### src/include/cpu_macros.svh
`ifndef CPU_MACROS_SVH
`define CPU_MACROS_SVH

// width of data values, registers and instruction addresses
`define CPU_XLEN 16

// size of the register file
`define CPU_NREGS 8

// call and callr write the return address into this register
`define CPU_LINK_REG 7

// first instruction address fetched after reset
`define CPU_RESET_PC 0

`endif

### src/design/cpu_pkg.sv
`include "cpu_macros.svh"

package cpu_pkg;

  typedef logic [`CPU_XLEN-1:0] word_t;
  typedef logic [`CPU_XLEN-1:0] addr_t;
  typedef logic [$clog2(`CPU_NREGS)-1:0] reg_idx_t;
  typedef logic [4:0] opcode_t;

  // opcode class, taken from opcode bits 4..3
  localparam logic [1:0] CLS_ALU_R = 2'b00;
  localparam logic [1:0] CLS_JMP_R = 2'b01;
  localparam logic [1:0] CLS_ALU_I = 2'b10;
  localparam logic [1:0] CLS_JMP_I = 2'b11;

  // low three opcode bits inside the two alu classes
  localparam logic [2:0] ALU_ADD = 3'b000;
  localparam logic [2:0] ALU_SUB = 3'b001;
  localparam logic [2:0] ALU_CMP = 3'b010;
  localparam logic [2:0] ALU_AND = 3'b011;
  localparam logic [2:0] ALU_MOV = 3'b100;
  localparam logic [2:0] ALU_NOP = 3'b111;

  // low three opcode bits of call and callr inside the jump classes
  localparam logic [2:0] JMP_CALL = 3'b100;

  // instruction fields: opcode 4..0, rd 7..5, rs 10..8
  function automatic opcode_t op_of(word_t ir);
    return ir[4:0];
  endfunction

  function automatic reg_idx_t rd_of(word_t ir);
    return ir[7:5];
  endfunction

  function automatic reg_idx_t rs_of(word_t ir);
    return ir[10:8];
  endfunction

  // signed 8-bit immediate of the immediate alu class
  function automatic word_t imm_of(word_t ir);
    return {{(`CPU_XLEN-8){ir[15]}}, ir[15:8]};
  endfunction

  // absolute 11-bit target of the immediate jumps, zero extended
  function automatic addr_t tgt_of(word_t ir);
    return {{(`CPU_XLEN-11){1'b0}}, ir[15:5]};
  endfunction

endpackage

### src/design/de_if.sv
`timescale 1ns/100ps

// decode to execute pipeline register contents
interface de_if import cpu_pkg::*; ();

  // instruction in execute is live
  logic  valid;
  // instruction word and its own address
  word_t ir;
  addr_t pc;
  // operand values read in decode, bypass already applied
  word_t rd_val;
  word_t rs_val;

  // decode owns the register
  modport source (output valid, output ir, output pc, output rd_val, output rs_val);

  // execute only reads it
  modport sink (input valid, input ir, input pc, input rd_val, input rs_val);

endinterface

### src/design/fetch_unit.sv
`timescale 1ns/100ps
`include "cpu_macros.svh"

module fetch_unit import cpu_pkg::*; (
  input  logic  i_clk,
  input  logic  i_rst,
  input  word_t i_imem_data,
  output addr_t o_imem_addr,
  input  logic  i_dc_jump_i,
  input  logic  i_ex_jump_i,
  input  logic  i_ex_jump_r,
  input  addr_t i_ex_target,
  output logic  o_fd_valid,
  output word_t o_fd_ir,
  output addr_t o_fd_pc
);

  addr_t pc;
  addr_t pc_next;
  logic  ex_jump;
  logic  redirect;

  // an execute jump overrides anything decode asks for
  assign ex_jump  = i_ex_jump_i || i_ex_jump_r;
  assign redirect = ex_jump || i_dc_jump_i;

  // the memory answers in the same cycle, so the pc goes straight out
  assign o_imem_addr = pc;

  always_comb begin
    if (ex_jump) begin
      pc_next = i_ex_target;
    end else if (i_dc_jump_i) begin
      // j and call carry their target inside the word now in decode
      pc_next = tgt_of(o_fd_ir);
    end else begin
      pc_next = pc + addr_t'(1);
    end
  end

  always_ff @(posedge i_clk) begin
    if (i_rst) begin
      pc         <= addr_t'(`CPU_RESET_PC);
      o_fd_valid <= 1'b0;
    end else begin
      pc         <= pc_next;
      // whatever was fetched this cycle is on the wrong path after a redirect
      o_fd_valid <= !redirect;
    end
  end

  // word and address travel alongside the valid bit
  always_ff @(posedge i_clk) begin
    o_fd_ir <= i_imem_data;
    o_fd_pc <= pc;
  end

  // the testbench memory model indexes by this address
  a_imem_addr_known: assert property (@(posedge i_clk) disable iff (i_rst)
    !$isunknown(o_imem_addr))
    else $error("instruction address is unknown");

endmodule

### src/design/detect_jump.sv
`timescale 1ns/100ps

module detect_jump import cpu_pkg::*; (
  input  word_t i_ir_dc,
  input  word_t i_ir_ex,
  input  logic  i_alu_z,
  input  logic  i_alu_n,
  // j or call sitting in decode
  output logic  o_dc_jump_i,
  // jz or jn in execute whose flag is set
  output logic  o_ex_jump_i,
  // jr, callr, or jzr and jnr whose flag is set, in execute
  output logic  o_ex_jump_r
);

  opcode_t op_dc;
  opcode_t op_ex;
  logic    cond_ex;

  always_comb begin
    op_dc = op_of(i_ir_dc);
    op_ex = op_of(i_ir_ex);

    // bit 0 tests zero and bit 1 tests negative against the flags register
    cond_ex = (op_ex[0] && i_alu_z) || (op_ex[1] && i_alu_n);

    // unconditional immediate jumps need no flags and resolve one stage early
    o_dc_jump_i = op_dc[4:3] == CLS_JMP_I && op_dc[1:0] == 2'b00;

    o_ex_jump_i = op_ex[4:3] == CLS_JMP_I && cond_ex;

    // register jumps wait for execute since the target is a register value
    o_ex_jump_r = op_ex[4:3] == CLS_JMP_R && (op_ex[1:0] == 2'b00 || cond_ex);
  end

endmodule

### src/design/decode_stage.sv
`timescale 1ns/100ps
`include "cpu_macros.svh"

module decode_stage import cpu_pkg::*; (
  input  logic     i_clk,
  input  logic     i_rst,
  input  logic     i_fd_valid,
  input  word_t    i_fd_ir,
  input  addr_t    i_fd_pc,
  input  logic     i_wb_valid,
  input  reg_idx_t i_wb_reg,
  input  word_t    i_wb_data,
  input  logic     i_ex_jump_i,
  input  logic     i_ex_jump_r,
  output word_t    o_dc_ir,
  de_if.source     de
);

  word_t    regs [`CPU_NREGS];
  reg_idx_t rd_idx;
  reg_idx_t rs_idx;
  word_t    rd_val;
  word_t    rs_val;
  logic     flush;

  // read one register, taking the write that execute presents this cycle
  function automatic word_t read_reg(reg_idx_t idx);
    word_t val;
    if (i_wb_valid && i_wb_reg == idx) begin
      val = i_wb_data;
    end else begin
      val = regs[idx];
    end
    return val;
  endfunction

  // jump detection must not see a word that is not live
  assign o_dc_ir = i_fd_valid ? i_fd_ir : '0;

  assign rd_idx = rd_of(i_fd_ir);
  assign rs_idx = rs_of(i_fd_ir);

  // both operands are read for every class and execute picks what it needs
  always_comb begin
    rd_val = read_reg(rd_idx);
    rs_val = read_reg(rs_idx);
  end

  // a jump taken in execute kills the instruction now in decode
  assign flush = i_ex_jump_i || i_ex_jump_r;

  // a reset clears every register to zero
  always_ff @(posedge i_clk) begin
    if (i_rst) begin
      for (int i = 0; i < `CPU_NREGS; i++) begin
        regs[i] <= '0;
      end
    end else if (i_wb_valid) begin
      regs[i_wb_reg] <= i_wb_data;
    end
  end

  always_ff @(posedge i_clk) begin
    if (i_rst) begin
      de.valid <= 1'b0;
    end else begin
      de.valid <= i_fd_valid && !flush;
    end
  end

  // payload follows de.valid
  always_ff @(posedge i_clk) begin
    de.ir     <= i_fd_ir;
    de.pc     <= i_fd_pc;
    de.rd_val <= rd_val;
    de.rs_val <= rs_val;
  end

endmodule

### src/design/execute_stage.sv
`timescale 1ns/100ps
`include "cpu_macros.svh"

module execute_stage import cpu_pkg::*; (
  input  logic     i_clk,
  input  logic     i_rst,
  de_if.sink       de,
  output word_t    o_ex_ir,
  output logic     o_flag_z,
  output logic     o_flag_n,
  output addr_t    o_ex_target,
  output logic     o_wb_valid,
  output reg_idx_t o_wb_reg,
  output word_t    o_wb_data
);

  opcode_t  op;
  logic     is_alu;
  logic     is_link;
  word_t    src_b;
  word_t    alu_res;
  logic     alu_wr;
  logic     alu_flags;
  addr_t    link_pc;

  assign op = op_of(de.ir);

  assign is_alu  = op[4:3] == CLS_ALU_R || op[4:3] == CLS_ALU_I;
  // call and callr share their low bits and differ only in class
  assign is_link = (op[4:3] == CLS_JMP_I || op[4:3] == CLS_JMP_R) && op[2:0] == JMP_CALL;

  // second operand is either rs or the sign extended immediate
  assign src_b = op[4:3] == CLS_ALU_I ? imm_of(de.ir) : de.rs_val;

  always_comb begin
    alu_res   = '0;
    alu_wr    = 1'b0;
    alu_flags = 1'b0;
    if (is_alu) begin
      case (op[2:0])
        ALU_ADD: begin
          alu_res   = de.rd_val + src_b;
          alu_wr    = 1'b1;
          alu_flags = 1'b1;
        end
        ALU_SUB: begin
          alu_res   = de.rd_val - src_b;
          alu_wr    = 1'b1;
          alu_flags = 1'b1;
        end
        // cmp is a sub that only leaves its flags behind
        ALU_CMP: begin
          alu_res   = de.rd_val - src_b;
          alu_flags = 1'b1;
        end
        ALU_AND: begin
          alu_res   = de.rd_val & src_b;
          alu_wr    = 1'b1;
          alu_flags = 1'b1;
        end
        // mov copies the source and keeps the flags
        ALU_MOV: begin
          alu_res = src_b;
          alu_wr  = 1'b1;
        end
        ALU_NOP: alu_res = '0;
        // unlisted codes behave as nop
        default: alu_res = '0;
      endcase
    end
  end

  // flags hold the state left by the last flag setting instruction
  always_ff @(posedge i_clk) begin
    if (i_rst) begin
      o_flag_z <= 1'b0;
      o_flag_n <= 1'b0;
    end else if (de.valid && alu_flags) begin
      o_flag_z <= alu_res == '0;
      o_flag_n <= alu_res[`CPU_XLEN-1];
    end
  end

  // return address for call and callr
  assign link_pc = de.pc + addr_t'(1);

  // register jumps go to rs and immediate jumps to the absolute field
  assign o_ex_target = op[4:3] == CLS_JMP_R ? de.rs_val : tgt_of(de.ir);

  // zero word when dead, which detect_jump reads as add and not a jump
  assign o_ex_ir = de.valid ? de.ir : '0;

  // the write leaves in this cycle and decode stores it at the clock edge
  assign o_wb_valid = de.valid && (alu_wr || is_link);
  assign o_wb_reg   = is_link ? reg_idx_t'(`CPU_LINK_REG) : rd_of(de.ir);
  assign o_wb_data  = is_link ? link_pc : alu_res;

  // a live write must carry a known register and value into the register file
  a_wb_known: assert property (@(posedge i_clk) disable iff (i_rst)
    o_wb_valid |-> !$isunknown({o_wb_reg, o_wb_data}))
    else $error("write back carries an unknown register or value");

endmodule

### src/design/cpu_core_top.sv
`timescale 1ns/100ps

module cpu_core_top import cpu_pkg::*; (
  input  logic     i_clk,
  input  logic     i_rst,
  output addr_t    o_imem_addr,
  input  word_t    i_imem_data,
  output logic     o_wb_valid,
  output reg_idx_t o_wb_reg,
  output word_t    o_wb_data
);

  // fetch to decode
  logic  fd_valid;
  word_t fd_ir;
  addr_t fd_pc;

  // masked words seen by jump detection
  word_t dc_ir;
  word_t ex_ir;

  // jump decisions and the execute side inputs they need
  logic  dc_jump_i;
  logic  ex_jump_i;
  logic  ex_jump_r;
  addr_t ex_target;
  logic  flag_z;
  logic  flag_n;

  // decode to execute register
  de_if de_bus ();

  fetch_unit u_fetch (
    .i_clk       (i_clk),
    .i_rst       (i_rst),
    .i_imem_data (i_imem_data),
    .o_imem_addr (o_imem_addr),
    .i_dc_jump_i (dc_jump_i),
    .i_ex_jump_i (ex_jump_i),
    .i_ex_jump_r (ex_jump_r),
    .i_ex_target (ex_target),
    .o_fd_valid  (fd_valid),
    .o_fd_ir     (fd_ir),
    .o_fd_pc     (fd_pc)
  );

  // write back goes both to the top ports and into the register file
  decode_stage u_decode (
    .i_clk       (i_clk),
    .i_rst       (i_rst),
    .i_fd_valid  (fd_valid),
    .i_fd_ir     (fd_ir),
    .i_fd_pc     (fd_pc),
    .i_wb_valid  (o_wb_valid),
    .i_wb_reg    (o_wb_reg),
    .i_wb_data   (o_wb_data),
    .i_ex_jump_i (ex_jump_i),
    .i_ex_jump_r (ex_jump_r),
    .o_dc_ir     (dc_ir),
    .de          (de_bus.source)
  );

  detect_jump u_detect (
    .i_ir_dc     (dc_ir),
    .i_ir_ex     (ex_ir),
    .i_alu_z     (flag_z),
    .i_alu_n     (flag_n),
    .o_dc_jump_i (dc_jump_i),
    .o_ex_jump_i (ex_jump_i),
    .o_ex_jump_r (ex_jump_r)
  );

  execute_stage u_execute (
    .i_clk       (i_clk),
    .i_rst       (i_rst),
    .de          (de_bus.sink),
    .o_ex_ir     (ex_ir),
    .o_flag_z    (flag_z),
    .o_flag_n    (flag_n),
    .o_ex_target (ex_target),
    .o_wb_valid  (o_wb_valid),
    .o_wb_reg    (o_wb_reg),
    .o_wb_data   (o_wb_data)
  );

endmodule

### config.mk
export PLATFORM = sky130hd
export DESIGN_NAME = cpu_core_top
export DESIGN_NICKNAME = d
export VERILOG_FILES = /design/src/design/cpu_pkg.sv /design/src/design/de_if.sv /design/src/design/fetch_unit.sv /design/src/design/detect_jump.sv /design/src/design/decode_stage.sv /design/src/design/execute_stage.sv /design/src/design/cpu_core_top.sv
export VERILOG_INCLUDE_DIRS = /design/src /design/src/include
export SDC_FILE = /design/constraint.sdc
export NUM_CORES = 1
export LEC_CHECK = 0
export BUFFER_PORTS_ARGS = -buffer_cell sky130_fd_sc_hd__clkbuf_2
export CAP_MARGIN = 5
export CORE_MARGIN = 5
export CORE_UTILIZATION = 45
export CTS_BUF_LIST = sky130_fd_sc_hd__clkbuf_16
export CTS_CLUSTER_SIZE = 28
export DETAILED_ROUTE_END_ITERATION = 8
export PLACE_DENSITY = 0.67
export SKIP_CTS_REPAIR_TIMING = 1
export SLEW_MARGIN = 20
export SYNTH_ARGS = -nofsm -noshare
export SYNTH_HDL_FRONTEND = slang
export SYNTH_SLANG_ARGS = --single-unit
### constraint.sdc
create_clock -name i_clk -period 7.3 [get_ports i_clk]
set_input_delay 2.19 -clock i_clk [delete_from_list [all_inputs] [get_ports i_clk]]
set_output_delay 2.19 -clock i_clk [all_outputs]
set_load 0.1 [all_outputs]
== Word level (Yosys, flattened, before mapping) ==
Memories as Yosys holds them, arrays and structs flattened. A register that Yosys moved wholly into a read port is not among the register bits.
Index checks and enable logic that the tools add are counted.
Widths: inputs -> output; s select.
Word-level totals
  flip-flop bits (word level): 116
  memory bits (writable): 128
  logic and storage cells: 82
  memories kept: 1
Memories
  u_decode.regs: words 8, bits a word 16, rd ports 2, clocked after memory_dff 2, wr ports 8, RTL line decode_stage.sv:19  | word_t regs [`CPU_NREGS];
Cells by class
  add/sub/neg operators: 4
  eq/ne operators: 12
  muxes and demuxes: 24
  bitwise operators: 1
  reduce and logical (&&, ||, !) cells: 29
Operators with widths (count)
  $mux 16: 9
  $pmux 16 s4: 1
  $add 16x1->16 const B: 2
  $add 16x16->16: 1
  $and 16x16->16: 1
  $logic_not 16->1: 1
  $reduce_or 16->1: 1
  $sub 16x16->16: 1
  $logic_and 1x1->1: 11
  $mux 1: 10
  $mux 5: 2
  $eq 2x2->1 const B: 4
  $reduce_or 4->1: 2
  $logic_or 1x1->1: 7
  $eq 3x2->1 const B: 2
  $eq 3x3->1: 2
  $logic_not 2->1: 3
  $mux 3: 2
  $eq 2x1->1 const B: 2
  $eq 3x1->1 const B: 1
  $eq 3x3->1 const B: 1
  $logic_not 3->1: 1
  $logic_not 1->1: 2
  $reduce_or 2->1: 1

== Logic depth before layout (Yosys ltp) ==
  depth in word-level cells: 11
  depth in mapped cells: 20

== Hierarchy ==
From an unflattened synthesis, not the netlist that was laid out.
Unflattened totals
  cells, all modules: 1096
  area, all modules: 13162.6 um^2
By module, submodules not included
  decode_stage: instances 1, cells each 529, area each 8884.8 um^2, seq. area each 5144.9 um^2
  execute_stage: instances 1, cells each 407, area each 2645.0 um^2, seq. area each 40.0 um^2
  fetch_unit: instances 1, cells each 152, area each 1590.3 um^2, seq. area each 980.9 um^2
  detect_jump: instances 1, cells each 8, area each 42.5 um^2, seq. area each 0.0 um^2

== Least setup slack after synthesis ==
No wires, ideal clock.
  kind: register -> output
  from: reg u_decode.de.ir[4]
  to: out o_wb_data[14]
  arrival: 4045 ps
  required time: 5110 ps
  setup slack: 1065 ps
  stages on the path, launching flop included: 19
  cells stage by stage: dfxtp_1 -> nor2b_1 -> buf_6 -> mux2i_1 -> and4_4 -> nand3_2 -> o31ai_1 -> xnor2_1 -> a21boi_0 -> ha_1 -> clkbuf_1 -> o21ai_0 -> nor2_1 -> o41ai_1 -> a21oi_1 -> o31ai_1 -> a21oi_1 -> clkbuf_1 -> inv_1
Between the ends
  cells in the longest elaborated chain, start to end: 6
  elaborated cells on any way between the ends: 14
  classes of those cells: add/sub (2); eq/ne (3); mux (4); bitwise (1); reduce/logical (4)
RTL lines
  start, declared: RTL line de_if.sv:16  | modport source (output valid, output ir, output pc, output rd_val, output rs_val);
  start signal, assigned: RTL line decode_stage.sv:73  | de.ir <= i_fd_ir;
  $eq 2x2->1: RTL line execute_stage.sv:28, execute_stage.sv:33
  $mux 16: RTL line execute_stage.sv:33  | assign src_b = op[4:3] == CLS_ALU_I ? imm_of(de.ir) : de.rs_val;
  $sub 16x16->16 (tied with other cells): RTL line execute_stage.sv:47, execute_stage.sv:53
  $pmux 16 s4: RTL line execute_stage.sv:40  | case (op[2:0])
  $mux 16: RTL line execute_stage.sv:39  | if (is_alu) begin
  $mux 16 *: RTL line execute_stage.sv:96  | assign o_wb_data = is_link ? link_pc : alu_res;
  end, declared: RTL line cpu_core_top.sv:10  | output word_t o_wb_data
Mark *: on every way between the ends. The rest lies on a longest branch, timed or not.

== Worst setup path in the final report ==
Same ends and word-level chain as after synthesis.

==> impl_metrics.py <==
metrics = {
    "synthesis": {
        "synthesis.nets": 1132,
        "syn_area_um2": 12200,
        "synth_top_cell_by_area": "edfxtp_1",
        "syn_inst": 1095,
        "ys_async_sr_fraction_pct": 0,
        "yosysUniqueCellTypes": 73,
        "synth_ff_type": "edfxtp_1",
        "synth_top_area_share_pct": 31.6,
        "synth-seq-cells": 244,
        "ys_seq_area_share_pct": 50.7,
        "synth_area_leaders": "edfxtp_1 (32%), dfxtp_1 (19%), mux4_2 (12%)",
        "synth_area_per_cell_um2": 11.1,
        "yosys_warnings": 0,
        "synth_edf_count": 128,
    },
    "critical_path": {
        "path_depth": 18,
        "cp_max_fo": 8,
        "critPathLaunchType": "register",
        "ff2ff_path_depth": 7,
        "cpMaxStageDelayCell": "dfxtp_1",
        "slowest_delay_ns": 0.40,
        "end_kind": "primary output",
        "worstSetupPathType": "register to primary output",
        "critical_path.top_delay_family": "compound AO/OA/AOI/OAI gates",
        "crit_required_ns": 5.11,
        "cp_num_buf_inv": 3,
        "cp_cell_sequence": "nor2b_1 > buf_4 > mux2i_2 > and4_4 > nand2_1 > nand2_1 > o21ai_0 > nand2_1 > a21boi_0 > ha_1 > a211oi_1 > nor2_1 > o41ai_1 > and3_1 > o31ai_1 > a21oi_1 > inv_1 > buf_12",
        "crit_path_frequent_cell": "nand2_1",
        "worstPathArrival_ns": 4.82,
    },
    "placed_design": {
        "portBuffers": 53,
        "dp_hpwl_mm": 23.0,
        "placed_cell_area_um2": 12900,
        "routabilityCongestion": 0.932,
        "dp.cells": 1446,
    },
    "die": {
        "die_y_um": 174,
        "io_pins": 54,
        "core_area_um2": 26800,
        "start_util_pct": 45.4,
        "dieWidth_um": 174,
        "die_area_um2": 30400,
        "row_count": 60,
    },
    "pwr": {
        "irDropWorstVdd_mv": 0.235,
        "power.density_nw_per_um2": 265,
        "cellLeakagePower_uw": 0.00527,
    },
    "cts": {
        "clock_sinks": 244,
        "insertion_delay_ns": 0.54,
        "htree_levels": 1,
        "clock_tree.root_cell": "clkbuf_16",
        "cts_buffers": 25,
        "tritoncts": "yes",
        "clockBufferDepth": 3,
        "cts.clk_slew.worst_paths_ns": 0.07,
    },
    "timing": {
        "worstMarginPinSlew_ns": 1.13,
        "clock_skew_ns": 0.0132,
        "rsz0062_at_grt": "false",
        "slew_viol_final": 0,
        "setup_tns_ns": 0,
        "relSlewSlack_pct": 24.5,
        "fin_crit_sh_pct": 96.1,
        "period_needed_ns": 7.01,
        "finalHoldViolations": 0,
        "final-setup-viol-count": 0,
        "max_freq_mhz": 143,
        "whs_ns": 0.326,
    },
    "hold_path": {
        "hold_path_depth": 0,
        "min_path_type": "register to register",
    },
    "finish": {
        "nets": 1169,
        "fin_cells": 1492,
        "drive_gt1_share_pct": 20.5,
        "n_antenna_cell": 0,
        "fin_area_um2": 13700,
        "syn_to_final_growth_pct": 12.8,
    },
    "route": {
        "finalWirelength_mm": 34.1,
        "first_pass_iters": 5,
        "ant_nets": 0,
        "post-route-drc-count": 0,
        "drt_iter0_drc": 900,
        "routedWlPerCell_um": 22.9,
        "avgViaCountPerCell": 5.93,
        "route.vias.total": 8842,
    },
    "grt": {
        "grtUsageMet1_pct": 30.4,
        "use_met3_pct": 3.35,
        "grt_pass1_vias": 8802,
        "grt_pass1_wl_mm": 52.4,
        "grt_use_met2_pct": 36.6,
        "gr-total-overflow": 0,
        "antenna_found_initial": 1,
        "grt.busiest_layer": "met2",
        "grtUsageTotal_pct": 21.9,
        "grt_max_degree": 36,
    },
    "run": {
        "max-cap-violations": 0,
    },
    "outcome": {
        "status": "complete, no violations",
    },
}
-- routing by layer --
layer / vias up / wire, um
met5: - / 13
met3: 64 / 2860
met1: 4322 / 14100
met2: 398 / 16300
li1: 4056 / -
met4: 2 / 809
-- sequential cells by signal (all words and copies together), names as in the netlist --
name,count
u_decode.regs,128
u_decode.de.ir,16
u_decode.de.pc,16
u_decode.de.rd_val,16
u_decode.de.rs_val,16
u_fetch.o_fd_ir,16
u_fetch.o_fd_pc,16
u_fetch.o_imem_addr,16
u_decode.de.valid,1
u_execute.o_flag_n,1
u_execute.o_flag_z,1
u_fetch.o_fd_valid,1
-- report_power, final --
part | switching (uW) | leakage [uW] | total, uW | internal (uW)
clock | 539 | 0.000408 | 1270 | 731
combinational | 518 | 0.00258 | 790 | 272
sequential | 61.3 | 0.00228 | 1570 | 1510
total | 1120 | 0.00527 | 3630 | 2510
-- per-stage QoR --
stage	util, %	setup WS (ns)	total power [uW]
final	51.2	0.286	3630
after global routing	51.2	0.00644	3770
after CTS	51.0	0.0405	3640
after detailed placement	48.0	0.630	2370
after global placement	48.0	0.666	2370
after floorplan	-	1.07	2150
-- synthesized netlist by cell type (3+ instances only) --
master    number
xnor2_1       29
ha_1          18
a31oi_1        4
nand2b_1      12
buf_2          8
o32a_1         3
nand4_1       12
or3_1          3
mux2i_1       31
inv_1         30
dfxtp_1      116
a21o_1         6
a21oi_1       73
or2_2          4
and3_1        11
o31ai_1        5
nor2_2         8
nand3b_1       5
a211oi_1      15
o21ai_1       18
a21boi_1       5
mux2_2        19
nand3_1       21
a21boi_0       5
nor4_1         5
a22oi_1        4
xor2_1        26
o21ai_0       27
nor2_1       190
clkbuf_1      51
mux4_2        64
nand2_1       65
nor3_1        15
buf_1         10
edfxtp_1     128
and2_1         4
-- layout make-up --
cell class	instances	area, um2
fill	2366	13100
sequential	244	6170
multi-input combinational	749	5630
clock buffer	25	626
timing repair buffer	81	566
tap	341	427
clock inverter	21	184
inverter	31	116
-- worst paths after layout --
| check | start | to | slack (ns) |
|---|---|---|---|
| worst min-delay path | u_fetch.o_fd_pc[10] | u_decode.de.pc[10] | 0.33 |
| worst min register to register | u_fetch.o_fd_pc[10] | u_decode.de.pc[10] | 0.33 |
| worst max register to register | u_decode.de.ir[2] | u_decode.regs[6][12] | 2.59 |
| worst max-delay path | u_decode.de.ir[4] | o_wb_data[14] | 0.29 |
-- logic make-up (layout without fill, tap and decap cells) --
group / after synthesis / count (layout) / share of synthesized area [%]
DFF: 244 / 244 / 50.7
AOI/OAI and AO/OA: 189 / 189 / 9.75
and+or+nand+nor: 370 / 370 / 13.8
muxes: 115 / 115 / 16.3
xor gates and xnor gates: 56 / 56 / 4.09
buffers and inverters: 102 / 158 / 3.35
adders and majority gates: 19 / 19 / 2.02
-- layout by cell type, fill, tap and decap left out, drive strengths merged, types with 6 or more instances in the layout --
cell    synthesis  final
nand2b         12     12
edfxtp        128    128
ha             18     18
o21ai          46     46
xnor2          30     30
clkbuf         51     72
nor3           15     15
nand4          12     12
a21boi         11     11
a21oi          73     73
a21o            6      6
and3           11     11
dfxtp         116    116
mux2i          32     32
xor2           26     26
a211oi         16     16
mux2           19     19
nand3          22     22
mux4           64     64
clkinv          0     13
nand2          65     65
nor2          198    198
o31ai           6      6
inv            31     35
buf            20     34
No activity file was read; power rests on OpenSTA's default activity.
